$ cat config.mk
export PLATFORM = sky130hd
export DESIGN_NAME = config_regs_flat
export DESIGN_NICKNAME = d
export VERILOG_FILES = /design/src/design/systolic_pkg.sv /design/src/design/systolic_if.sv /design/src/design/config_regs.sv /design/src/flat_wrapper.sv
export SDC_FILE = /design/constraint.sdc
export NUM_CORES = 1
export LEC_CHECK = 0
export ABC_AREA = 1
export BUFFER_PORTS_ARGS = -buffer_cell sky130_fd_sc_hd__buf_2
export CAP_MARGIN = 20
export CORE_MARGIN = 4
export CORE_UTILIZATION = 40
export DETAILED_ROUTE_END_ITERATION = 12
export PLACE_DENSITY = 0.71
export SYNTH_ARGS = -nofsm -noshare
export SYNTH_HDL_FRONTEND = slang
export SYNTH_SLANG_ARGS = --single-unit
export TNS_END_PERCENT = 30
$ cat constraint.sdc
create_clock -name clk -period 0.9 [get_ports clk]
set_input_delay 0 -clock clk [delete_from_list [all_inputs] [get_ports clk]]
set_output_delay 0 -clock clk [all_outputs]
set_load 0.05 [all_outputs]
$ cat src/design/systolic_pkg.sv
package systolic_pkg;

    // one operand element, signed byte
    typedef logic signed [7:0] data_t;
    // accumulator and result word, four operand widths
    typedef logic signed [31:0] acc_t;
    // word address into operand or result memory
    typedef logic [7:0] addr_t;
    // register file index
    typedef logic [2:0] reg_addr_t;

    // controller sequence: fetch/feed, drain, write results
    typedef enum logic [1:0] {
        IDLE,
        FILL,
        COMPUTING,
        WRITE_BACK
    } ctrl_state_t;

    // register map
    localparam reg_addr_t REG_A_BASE = 3'd0;
    localparam reg_addr_t REG_B_BASE = 3'd1;
    localparam reg_addr_t REG_C_BASE = 3'd2;
    localparam reg_addr_t REG_K_LEN  = 3'd3;
    // bit 0 go, write only, reads back 0
    localparam reg_addr_t REG_CTRL   = 3'd4;
    // bit 0 done, bit 1 busy
    localparam reg_addr_t REG_STATUS = 3'd7;

    // width of a row/column select, at least one bit
    function automatic int sel_width(input int n);
        return (n > 1) ? $clog2(n) : 1;
    endfunction

endpackage

$ cat src/design/systolic_if.sv
`timescale 1ns/1ps

// configuration and handshake between register file and controller
interface cfg_if import systolic_pkg::*; #(
    parameter int ARRAY_SIZE = 4
) ();
    addr_t a_base;
    addr_t b_base;
    addr_t c_base;
    addr_t k_len;
    // single-cycle start request, already gated by busy and k_len
    logic  go;
    logic  done;
    logic  busy;
    // single-cycle end of run
    logic  finish;

    // result C[row][col] lands row-major from c_base
    function automatic addr_t c_addr(input int unsigned row, input int unsigned col);
        return addr_t'(c_base + row * ARRAY_SIZE + col);
    endfunction

    modport regs (output a_base, b_base, c_base, k_len, go, done, input busy, finish);
    modport ctrl (input a_base, b_base, c_base, k_len, go, output busy, finish, import c_addr);
endinterface


$ cat src/design/config_regs.sv
`timescale 1ns/1ps

module config_regs import systolic_pkg::*; (
    input  logic       clk,
    input  logic       rst_n,
    input  reg_addr_t  reg_addr,
    input  logic [7:0] reg_wdata,
    input  logic       reg_wr,
    input  logic       reg_rd,
    output logic [7:0] reg_rdata,
    cfg_if.regs        cfg
);

    logic go_req;

    // host asks for a start
    assign go_req = reg_wr && (reg_addr == REG_CTRL) && reg_wdata[0];

    // configuration bytes, written at the edge with reg_wr
    always_ff @(posedge clk or negedge rst_n) begin
        if (!rst_n) begin
            cfg.a_base <= '0;
            cfg.b_base <= '0;
            cfg.c_base <= '0;
            cfg.k_len  <= '0;
        end else if (reg_wr) begin
            case (reg_addr)
                REG_A_BASE: cfg.a_base <= reg_wdata;
                REG_B_BASE: cfg.b_base <= reg_wdata;
                REG_C_BASE: cfg.c_base <= reg_wdata;
                REG_K_LEN:  cfg.k_len  <= reg_wdata;
                // ctrl is a strobe, status is read only
                default: ;
            endcase
        end
    end

    // go only for a real job and an idle engine
    always_ff @(posedge clk or negedge rst_n) begin
        if (!rst_n) begin
            cfg.go   <= 1'b0;
            cfg.done <= 1'b0;
        end else begin
            cfg.go <= go_req && (cfg.k_len != '0) && !cfg.busy;
            // done drops at start, rises with the last acknowledged write
            if (cfg.go) begin
                cfg.done <= 1'b0;
            end else if (cfg.finish) begin
                cfg.done <= 1'b1;
            end
        end
    end

    // read data one cycle after reg_rd
    always_ff @(posedge clk or negedge rst_n) begin
        if (!rst_n) begin
            reg_rdata <= '0;
        end else if (reg_rd) begin
            case (reg_addr)
                REG_A_BASE: reg_rdata <= cfg.a_base;
                REG_B_BASE: reg_rdata <= cfg.b_base;
                REG_C_BASE: reg_rdata <= cfg.c_base;
                REG_K_LEN:  reg_rdata <= cfg.k_len;
                REG_STATUS: reg_rdata <= {6'b0, cfg.busy, cfg.done};
                // ctrl and unused indexes
                default:    reg_rdata <= '0;
            endcase
        end
    end

    // controller must have left IDLE before another start can appear
    a_go_not_busy: assert property (@(posedge clk) disable iff (!rst_n)
        $rose(cfg.go) |-> !cfg.busy);

endmodule

$ cat src/flat_wrapper.sv
// flat-port wrapper written by rule: the top's interface ports become plain ports
module config_regs_flat import systolic_pkg::*;
  (clk, rst_n, reg_addr, reg_wdata, reg_wr, reg_rd, reg_rdata, cfg_a_base, cfg_b_base, cfg_c_base, cfg_k_len, cfg_go, cfg_done, cfg_busy, cfg_finish);
  cfg_if cfg_i ();
  input  logic clk;
  input  logic rst_n;
  input  reg_addr_t reg_addr;
  input  logic [7:0] reg_wdata;
  input  logic reg_wr;
  input  logic reg_rd;
  output logic [7:0] reg_rdata;
  output wire logic [$bits(cfg_i.a_base)-1:0] cfg_a_base;
  output wire logic [$bits(cfg_i.b_base)-1:0] cfg_b_base;
  output wire logic [$bits(cfg_i.c_base)-1:0] cfg_c_base;
  output wire logic [$bits(cfg_i.k_len)-1:0] cfg_k_len;
  output wire logic [$bits(cfg_i.go)-1:0] cfg_go;
  output wire logic [$bits(cfg_i.done)-1:0] cfg_done;
  input wire logic [$bits(cfg_i.busy)-1:0] cfg_busy;
  input wire logic [$bits(cfg_i.finish)-1:0] cfg_finish;
  assign cfg_a_base = cfg_i.a_base;
  assign cfg_b_base = cfg_i.b_base;
  assign cfg_c_base = cfg_i.c_base;
  assign cfg_k_len = cfg_i.k_len;
  assign cfg_go = cfg_i.go;
  assign cfg_done = cfg_i.done;
  assign cfg_i.busy = cfg_busy;
  assign cfg_i.finish = cfg_finish;
  config_regs u_core (.clk(clk), .rst_n(rst_n), .reg_addr(reg_addr), .reg_wdata(reg_wdata), .reg_wr(reg_wr), .reg_rd(reg_rd), .reg_rdata(reg_rdata), .cfg(cfg_i));
endmodule
== Word-level counts from Yosys, hierarchy flattened ==
Cells that the tools add are included.
Storage, ports and cells
  bits of input ports: 17
  flip-flop bits (word level): 42
  output and inout bits: 42
  logic and storage cells: 27
Cells by class
  multiplexer cells: 3
  equality and inequality tests: 5
  reductions and logical operators: 12
Operators by type and width (count)
  case mux 8 bit (5 select lines): 1
  AND reduction 2 bit: 4
  nonzero test 8 bit: 1
  == test 3 x 2 -> 1 bit (second input constant): 2
  == test 3 bit (second input constant): 2
  logical AND 1 bit: 4
  == test 3 x 1 -> 1 bit (second input constant): 1
  zero test 3 bit: 1
  two-way mux 1 bit: 2
  nonzero test 2 bit: 1
  zero test 1 bit: 1

== Depth between registers and ports, before layout ==
Gate-level depths: netlist of the first run.
  depth in word-level cells: 5
  depth in mapped cells: 8
  gate-level depth less buffers: 7

== Least setup slack after synthesis of the first run ==
No wires, ideal clock.
  kind: register to register
  start point: register u_core.cfg.k_len[0]
  end point: register u_core.cfg.go
  data required time: 0.768 ns
  slack: -0.264 ns
  cell stages (with the launch flop): 3
  setup time: 0.132 ns
  clock period less this slack: 1.164 ns
  path buffers: 0
  arrival: 1.032 ns
  cells stage by stage: dfrtp_1 -> nor4_1 -> a21oi_2
On the way
  word-level cells in the longest chain between the ends: 3
Ends and longest elaborated chain
  start: declaration: RTL line systolic_if.sv:23  | modport regs (output a_base, b_base, c_base, k_len, go, done, input busy, finish);
  start signal: assignment: RTL line config_regs.sv:31  | REG_K_LEN: cfg.k_len <= reg_wdata;
  nonzero test 8 bit: RTL line config_regs.sv:44  | cfg.go <= go_req && (cfg.k_len != '0) && !cfg.busy;
  logical AND 1 bit (2 in a row): RTL line config_regs.sv:44
  end signal: assignment: RTL line config_regs.sv:44
  end: declaration: RTL line systolic_if.sv:23
No other way between the ends.
A chain may end at the register's enable or synchronous reset.

== Worst setup path after layout of the first run ==
  start point: register u_core.cfg.k_len[3]
  end point: output port cfg_k_len[3]
RTL lines
  end: declaration: RTL line flat_wrapper.sv:15  | output wire logic [$bits(cfg_i.k_len)-1:0] cfg_k_len;
No word-level cell between the ends.

==> qor.yml, run 1 <==
status:
  status: "finished, violations left"
  violations: "negative setup slack"
worst_setup_path:
  crit_path_start_kind: "flop"
  rrSetupSlack_ns: -0.10
  crit_path_cell_trace: "buf_6 > buf_8"
  crit_path_max_fanout: 3
  cp-end-kind: "output port"
  path_buf_inv: 2
  arrival_ns: 1.01
  critPathMaxStageDelay_ns: 0.44
  slowest_stage: "dfrtp_2"
  crit_family: "flip-flops"
  crit_required_ns: 0.90
  path_class: "flop to output port"
placement:
  dpl.cell_count: 354
  hpwl_um: 3890
  port-buffer-count: 58
  placed_cell_area_um2: 2550
  gp_congestion: 0.868
logic_synthesis:
  ys_seq_elements: 42
  ys_types: 23
  synth_edf_count: 0
  ys_warn_count: 0
  synthTopCellsByArea: "dfrtp_1 (55%), nand2_1 (13%), o21ai_1 (5.7%), nand3_1 (4.4%), o21ai_2 (3.7%)"
  synth_top_area_share: 0.548
  netlist_top_cells_count: "nand2_1 (68), dfrtp_1 (42), o21ai_1 (22)"
  synth_area_per_cell_um2: 8.68
  synth_area_um2: 1920
  yosysMostFrequentCell: "nand2_1"
  synthCells: 221
  synth_nets: 238
  synth_largest_area_cell: "dfrtp_1"
  synth_ff_type: "dfrtp_1"
  seq_area_frac_synth: 0.548
  async_flop_share: 1.00
timing:
  period_share: 1.12
  worst_slack_ns: -0.112
  setup_viol: 30
  finalHoldViolations: 0
  final.setup_skew_ns: 0.0114
  slew_headroom: 0.648
  report.final.slew_viol_count: 0
  fmax_mhz: 988
  fin_hold_ws_ns: 0.0151
  worstMarginPinSlew_ns: 0.526
  rsz0062_at_grt: "true"
  min_period_ns: 1.01
power_and_ir_drop:
  ir_drop_uv: 1240
  p_per_area_nw_per_um2: 2260
  p_leak_nw: 1.54
cts:
  clockRootBuffer: "clkbuf_8"
  cts_buffers: 5
  clock_latency_ns: 0.30
  htreeDepth: 2
  cts_tree: "done"
  clk_pin_slew_ns: 0.09
  clock-sinks: 42
  clockBufferDepth: 2
route:
  wl_met2_um: 2670
  via_per_inst: 5.06
  drt-wirelength-per-cell_um: 15.0
  final_antenna_net_count: 0
  m1WireLength_um: 2380
  drt-initial-drc-count: 88
  top_layer: "met4"
  remaining_drc_errors: 0
  vias: 1874
  wl_met3_um: 347
  firstDrtPassIters: 4
  drt-total-wl_um: 5560
die:
  die_x_um: 77.2
  start_util: 0.426
  chipHeight_um: 77.2
  fp-row-count: 24
  ios: 59
  dieArea_um2: 5970
  core-area_um2: 4500
global_routing:
  grt_pass1_vias: 1923
  grt_pass1_wl_um: 9240
  grt_start_max_net_pins: 43
  track_usage: 0.195
  gr-total-overflow: 0
  grt_antenna_before_repair: 0
min_path:
  worstHoldPathType: "input pin to flop"
final_layout:
  antenna_cells: 0
  instances_no_fill: 370
  fin_area_um2: 3120
  final_nets: 335
  drive_above_1_share: 0.475
  area_delta_synth_final_pct: 62.9
job:
  cap_violations: 0
[cell families after synthesis]
logic type             share of synthesized area
AND/OR/NAND/NOR                            0.262
flip-flops                                 0.548
AO/OA/AOI/OAI                              0.127
buffers and inverters                     0.0626
[path summary, 6_finish.rpt]
kind                                                          to  cells past startpoint                             from
worst min-delay path            u_core.cfg.c_base[7]$_DFFE_PN0P_                      3                     reg_wdata[7]
worst max-delay path                                cfg_k_len[3]                      2  u_core.cfg.k_len[3]$_DFFE_PN0P_
worst min register to register       u_core.cfg.done$_DFFE_PN0P_                      1          u_core.cfg.go$_DFF_PN0_
worst max register to register           u_core.cfg.go$_DFF_PN0_                      3  u_core.cfg.k_len[1]$_DFFE_PN0P_
max in group asynchronous       u_core.cfg.b_base[0]$_DFFE_PN0P_                      3                            rst_n
min in group asynchronous       u_core.cfg.a_base[0]$_DFFE_PN0P_                      3                            rst_n
[per-layer routing]
layer  up-vias  track usage
met2        68        0.320
li1        927            -
met1       865        0.248
met5         -            0
met3        14       0.0457
met4         0       0.0783
[power breakdown]
| part | internal (mW) | total [mW] | switching, mW |
|---|---|---|---|
| logic | 1.37 | 3.24 | 1.88 |
| clock network | 0.609 | 1.25 | 0.639 |
| registers | 2.24 | 2.55 | 0.315 |
| total | 4.22 | 7.05 | 2.83 |
[cell usage in the layout, fill, tap and decap left out, drive strengths merged]
| cell type | n |
|---|---|
| inv | 19 |
| o21ai | 41 |
| nand2 | 70 |
| nor3 | 3 |
| dfrtp | 42 |
| nor2 | 9 |
| a21oi | 1 |
| dlygate4sd3 | 3 |
| nand3 | 18 |
| nand4 | 8 |
| nor4 | 2 |
| clkbuf | 7 |
| buf | 95 |
[sequential cells by signal, summed over array words and instances (netlist names)]
| signal | flops |
|---|---|
| u_core.cfg.a_base | 8 |
| u_core.cfg.go | 1 |
| u_core.cfg.c_base | 8 |
| u_core.cfg.k_len | 8 |
| u_core.reg_rdata | 8 |
| u_core.cfg.done | 1 |
| u_core.cfg.b_base | 8 |
[worst reg2reg max path: stages (launching register included)]
cell and delay (ns):
dfrtp_2 0.44, buf_6 0.13, nor4_4 0.25, a21oi_2 0.07
[per-stage QoR]
step                 util  worst slack (ns)  TNS (ns)  total power, mW
floorplan               -            -0.134     -1.11             4.12
global placement    0.566            -0.110     -2.28             4.94
detailed placement  0.566            -0.136     -3.26             4.97
CTS                 0.672            -0.114     -1.99             6.91
global route        0.694            -0.138     -2.97             7.37
finish              0.694            -0.112     -1.83             7.05
[timing repair]
item | 4_1_cts | 5_1_grt
hold buffers | 3 | 0
resized for setup | 101 | 24
pin swaps | 6 | 6
endpoints found under the hold margin | 44 | 0
endpoints found under the setup margin | 46 | 45
setup buffers | 6 | 1
[layout make-up]
type / instances / area (um^2)
well taps: 52 / 65.1
clock buffers: 7 / 86.3
fillers: 341 / 1380
flip-flops and latches: 42 / 1080
inverters: 19 / 71.3
multi-input cells: 152 / 800
repair buffers: 98 / 1020
Note: power is estimated with default switching activity, not from simulation.
==> run 2, diff against run 1 <==
--- a/config.mk
+++ b/config.mk
@@ -11,6 +11,7 @@
 export CORE_MARGIN = 4
 export CORE_UTILIZATION = 40
 export DETAILED_ROUTE_END_ITERATION = 12
+export HOLD_SLACK_MARGIN = 0.03
 export PLACE_DENSITY = 0.71
 export SYNTH_ARGS = -nofsm -noshare
 export SYNTH_HDL_FRONTEND = slang
==> constraint.sdc (replaced) <==
create_clock -name clk -period 0.9 [get_ports clk]
set_input_delay 0.18 -clock clk [delete_from_list [all_inputs] [get_ports clk]]
set_output_delay 0.18 -clock clk [all_outputs]
set_load 0.05 [all_outputs]
==> run 2 against run 1 <==
Compared with the run above: the run still ends with negative setup slack left; first-iteration DRC count grew 18%; final cell count grew 2.2%; clock-buffer cell count is the same; critical endpoint is now cfg_b_base[5]; highest routed layer unchanged; sequential power is essentially flat.
==> qor.yml, run 2 (synthesis gave the netlist of run 1 again) <==
status:
  status: "finished, violations left"
  violations: "negative setup slack"
placement:
  hpwl_um: 3960
  dp_slack_ns: -0.258
  port-buffer-count: 58
  gp_congestion: 0.904
die:
  dieArea_um2: 5970
  core-area_um2: 4500
  fp-row-count: 24
  ios: 59
  chipHeight_um: 77.2
  start_util: 0.426
  die_x_um: 77.2
timing:
  fin_tns_setup_ns: -7.20
  rsz0062_at_grt: "true"
  setup_viol: 51
  worst_slack_ns: -0.181
  final.setup_skew_ns: 0.00700
  finalHoldViolations: 0
  fmax_mhz: 925
  period_share: 1.20
  min_period_ns: 1.08
  report.final.slew_viol_count: 0
  slew_headroom: 0.791
  worstMarginPinSlew_ns: 0.311
power_and_ir_drop:
  ir_drop_uv: 1190
  p_per_area_nw_per_um2: 2210
  p_leak_nw: 1.55
route:
  drt-initial-drc-count: 104
  via_per_inst: 5.01
  drt-wirelength-per-cell_um: 14.7
  final_antenna_net_count: 0
  remaining_drc_errors: 0
  drt-total-wl_um: 5570
  firstDrtPassIters: 4
  vias: 1894
final_layout:
  area_delta_synth_final_pct: 60.5
  multiInputGateArea_um2: 827
  nFillCells: 364
  antenna_cells: 0
  regArea_um2: 1080
  final_nets: 342
  drive_above_1_share: 0.518
  mostFrequentLayoutCell: "nand2_1"
  final_cell_mix: "nand2_1 (66), buf_4 (44), buf_6 (40)"
worst_setup_path:
  slowest_stage: "dfrtp_1"
  crit_path_cell_trace: "buf_6"
  rrSetupSlack_ns: -0.18
  path_class: "flop to output port"
  crit_path_max_fanout: 2
  critPathMaxStageDelay_ns: 0.43
  path_buf_inv: 1
  crit_path_start_kind: "flop"
  arrival_ns: 0.90
  cp-end-kind: "output port"
  r2r-start: "u_core.cfg.k_len[5]$_DFFE_PN0P_"
  r2r-end: "u_core.cfg.go$_DFF_PN0_"
  r2r_cells: 3
  crit_required_ns: 0.72
  crit_family: "flip-flops"
job:
  cap_violations: 0
cts:
  clock_latency_ns: 0.30
  clockRootBuffer: "clkbuf_8"
  cts_tree: "done"
  clockBufferDepth: 2
  htreeDepth: 2
  clock-sinks: 42
  cts_buffers: 5
  clk_pin_slew_ns: 0.08
global_routing:
  gr-total-overflow: 0
  grt_pass1_vias: 1848
  grt_antenna_before_repair: 0
  grt_pass1_wl_um: 9300
  track_usage: 0.199
  grt_start_max_net_pins: 43
min_path:
  hold_depth: 3
  worstHoldPathType: "input pin to flop"
  worstHoldStart: "cfg_finish"
  min_delay_worst_endpoint: "u_core.cfg.done$_DFFE_PN0P_"
## run 2: worst max path at each step
stage / from / to / slack (ns) / cells past startpoint
5_1_grt: u_core.cfg.b_base[5]$_DFFE_PN0P_ / cfg_b_base[5] / -0.20 / 1
6_report: u_core.cfg.b_base[5]$_DFFE_PN0P_ / cfg_b_base[5] / -0.18 / 1
4_1_cts: u_core.cfg.b_base[5]$_DFFE_PN0P_ / cfg_b_base[5] / -0.18 / 1
2_1_floorplan: u_core.cfg.k_len[3]$_DFFE_PN0P_ / u_core.cfg.go$_DFF_PN0_ / -0.13 / 2
3_5_place_dp: reg_addr[1] / u_core.cfg.a_base[4]$_DFFE_PN0P_ / -0.26 / 7
3_3_place_gp: reg_addr[0] / u_core.reg_rdata[6]$_DFFE_PN0P_ / -0.25 / 8
## run 2: cell type report
class                           count  share of cell area
Clock buffer                        7              0.0280
Multi-Input combinational cell    152               0.269
Tap cell                           52              0.0211
Clock inverter                      1             0.00163
Sequential cell                    42               0.352
Timing Repair Buffer              105               0.306
Inverter                           19              0.0232
## run 2: repair_timing
| action | 4_1_cts | 5_1_grt |
|---|---|---|
| resized for setup | 86 | 5 |
| endpoints found under the setup margin | 46 | 59 |
| buffers inserted | 20 | 2 |
| cloned | 0 | 0 |
| hold buffers | 1 | 0 |
| pin swaps | 4 | 2 |
| hold endpoints to repair | 42 | 0 |
## run 2: through the flow
stage / cells / area (um^2) / util / total power [mW] / hold slack [ns]
2_1_floorplan: 221 / 2030 / - / 4.16 / -0.116
3_3_place_gp: 347 / 2520 / 0.560 / 4.79 / 0.172
3_5_place_dp: 347 / 2520 / 0.560 / 4.83 / 0.173
4_1_cts: 376 / 3040 / 0.675 / 6.79 / 0.0984
5_1_grt: 378 / 3080 / 0.683 / 7.13 / 0.102
6_report: 378 / 3080 / 0.683 / 6.81 / 0.102
## run 2: power breakdown
group | total (mW) | switching (mW) | internal, mW
Sequential | 2.56 | 0.317 | 2.25
Combinational | 3.01 | 1.84 | 1.17
Clock | 1.24 | 0.623 | 0.619
Total | 6.81 | 2.78 | 4.04
## run 2: per-layer routing
| metal | GRT usage | wire length [um] | vias up |
|---|---|---|---|
| met2 | 0.339 | 2870 | 48 |
| li1 | - | - | 938 |
| met1 | 0.247 | 2300 | 901 |
| met3 | 0.0504 | 318 | 7 |
| met5 | 0 | 0 | - |
| met4 | 0.0641 | 77 | 0 |
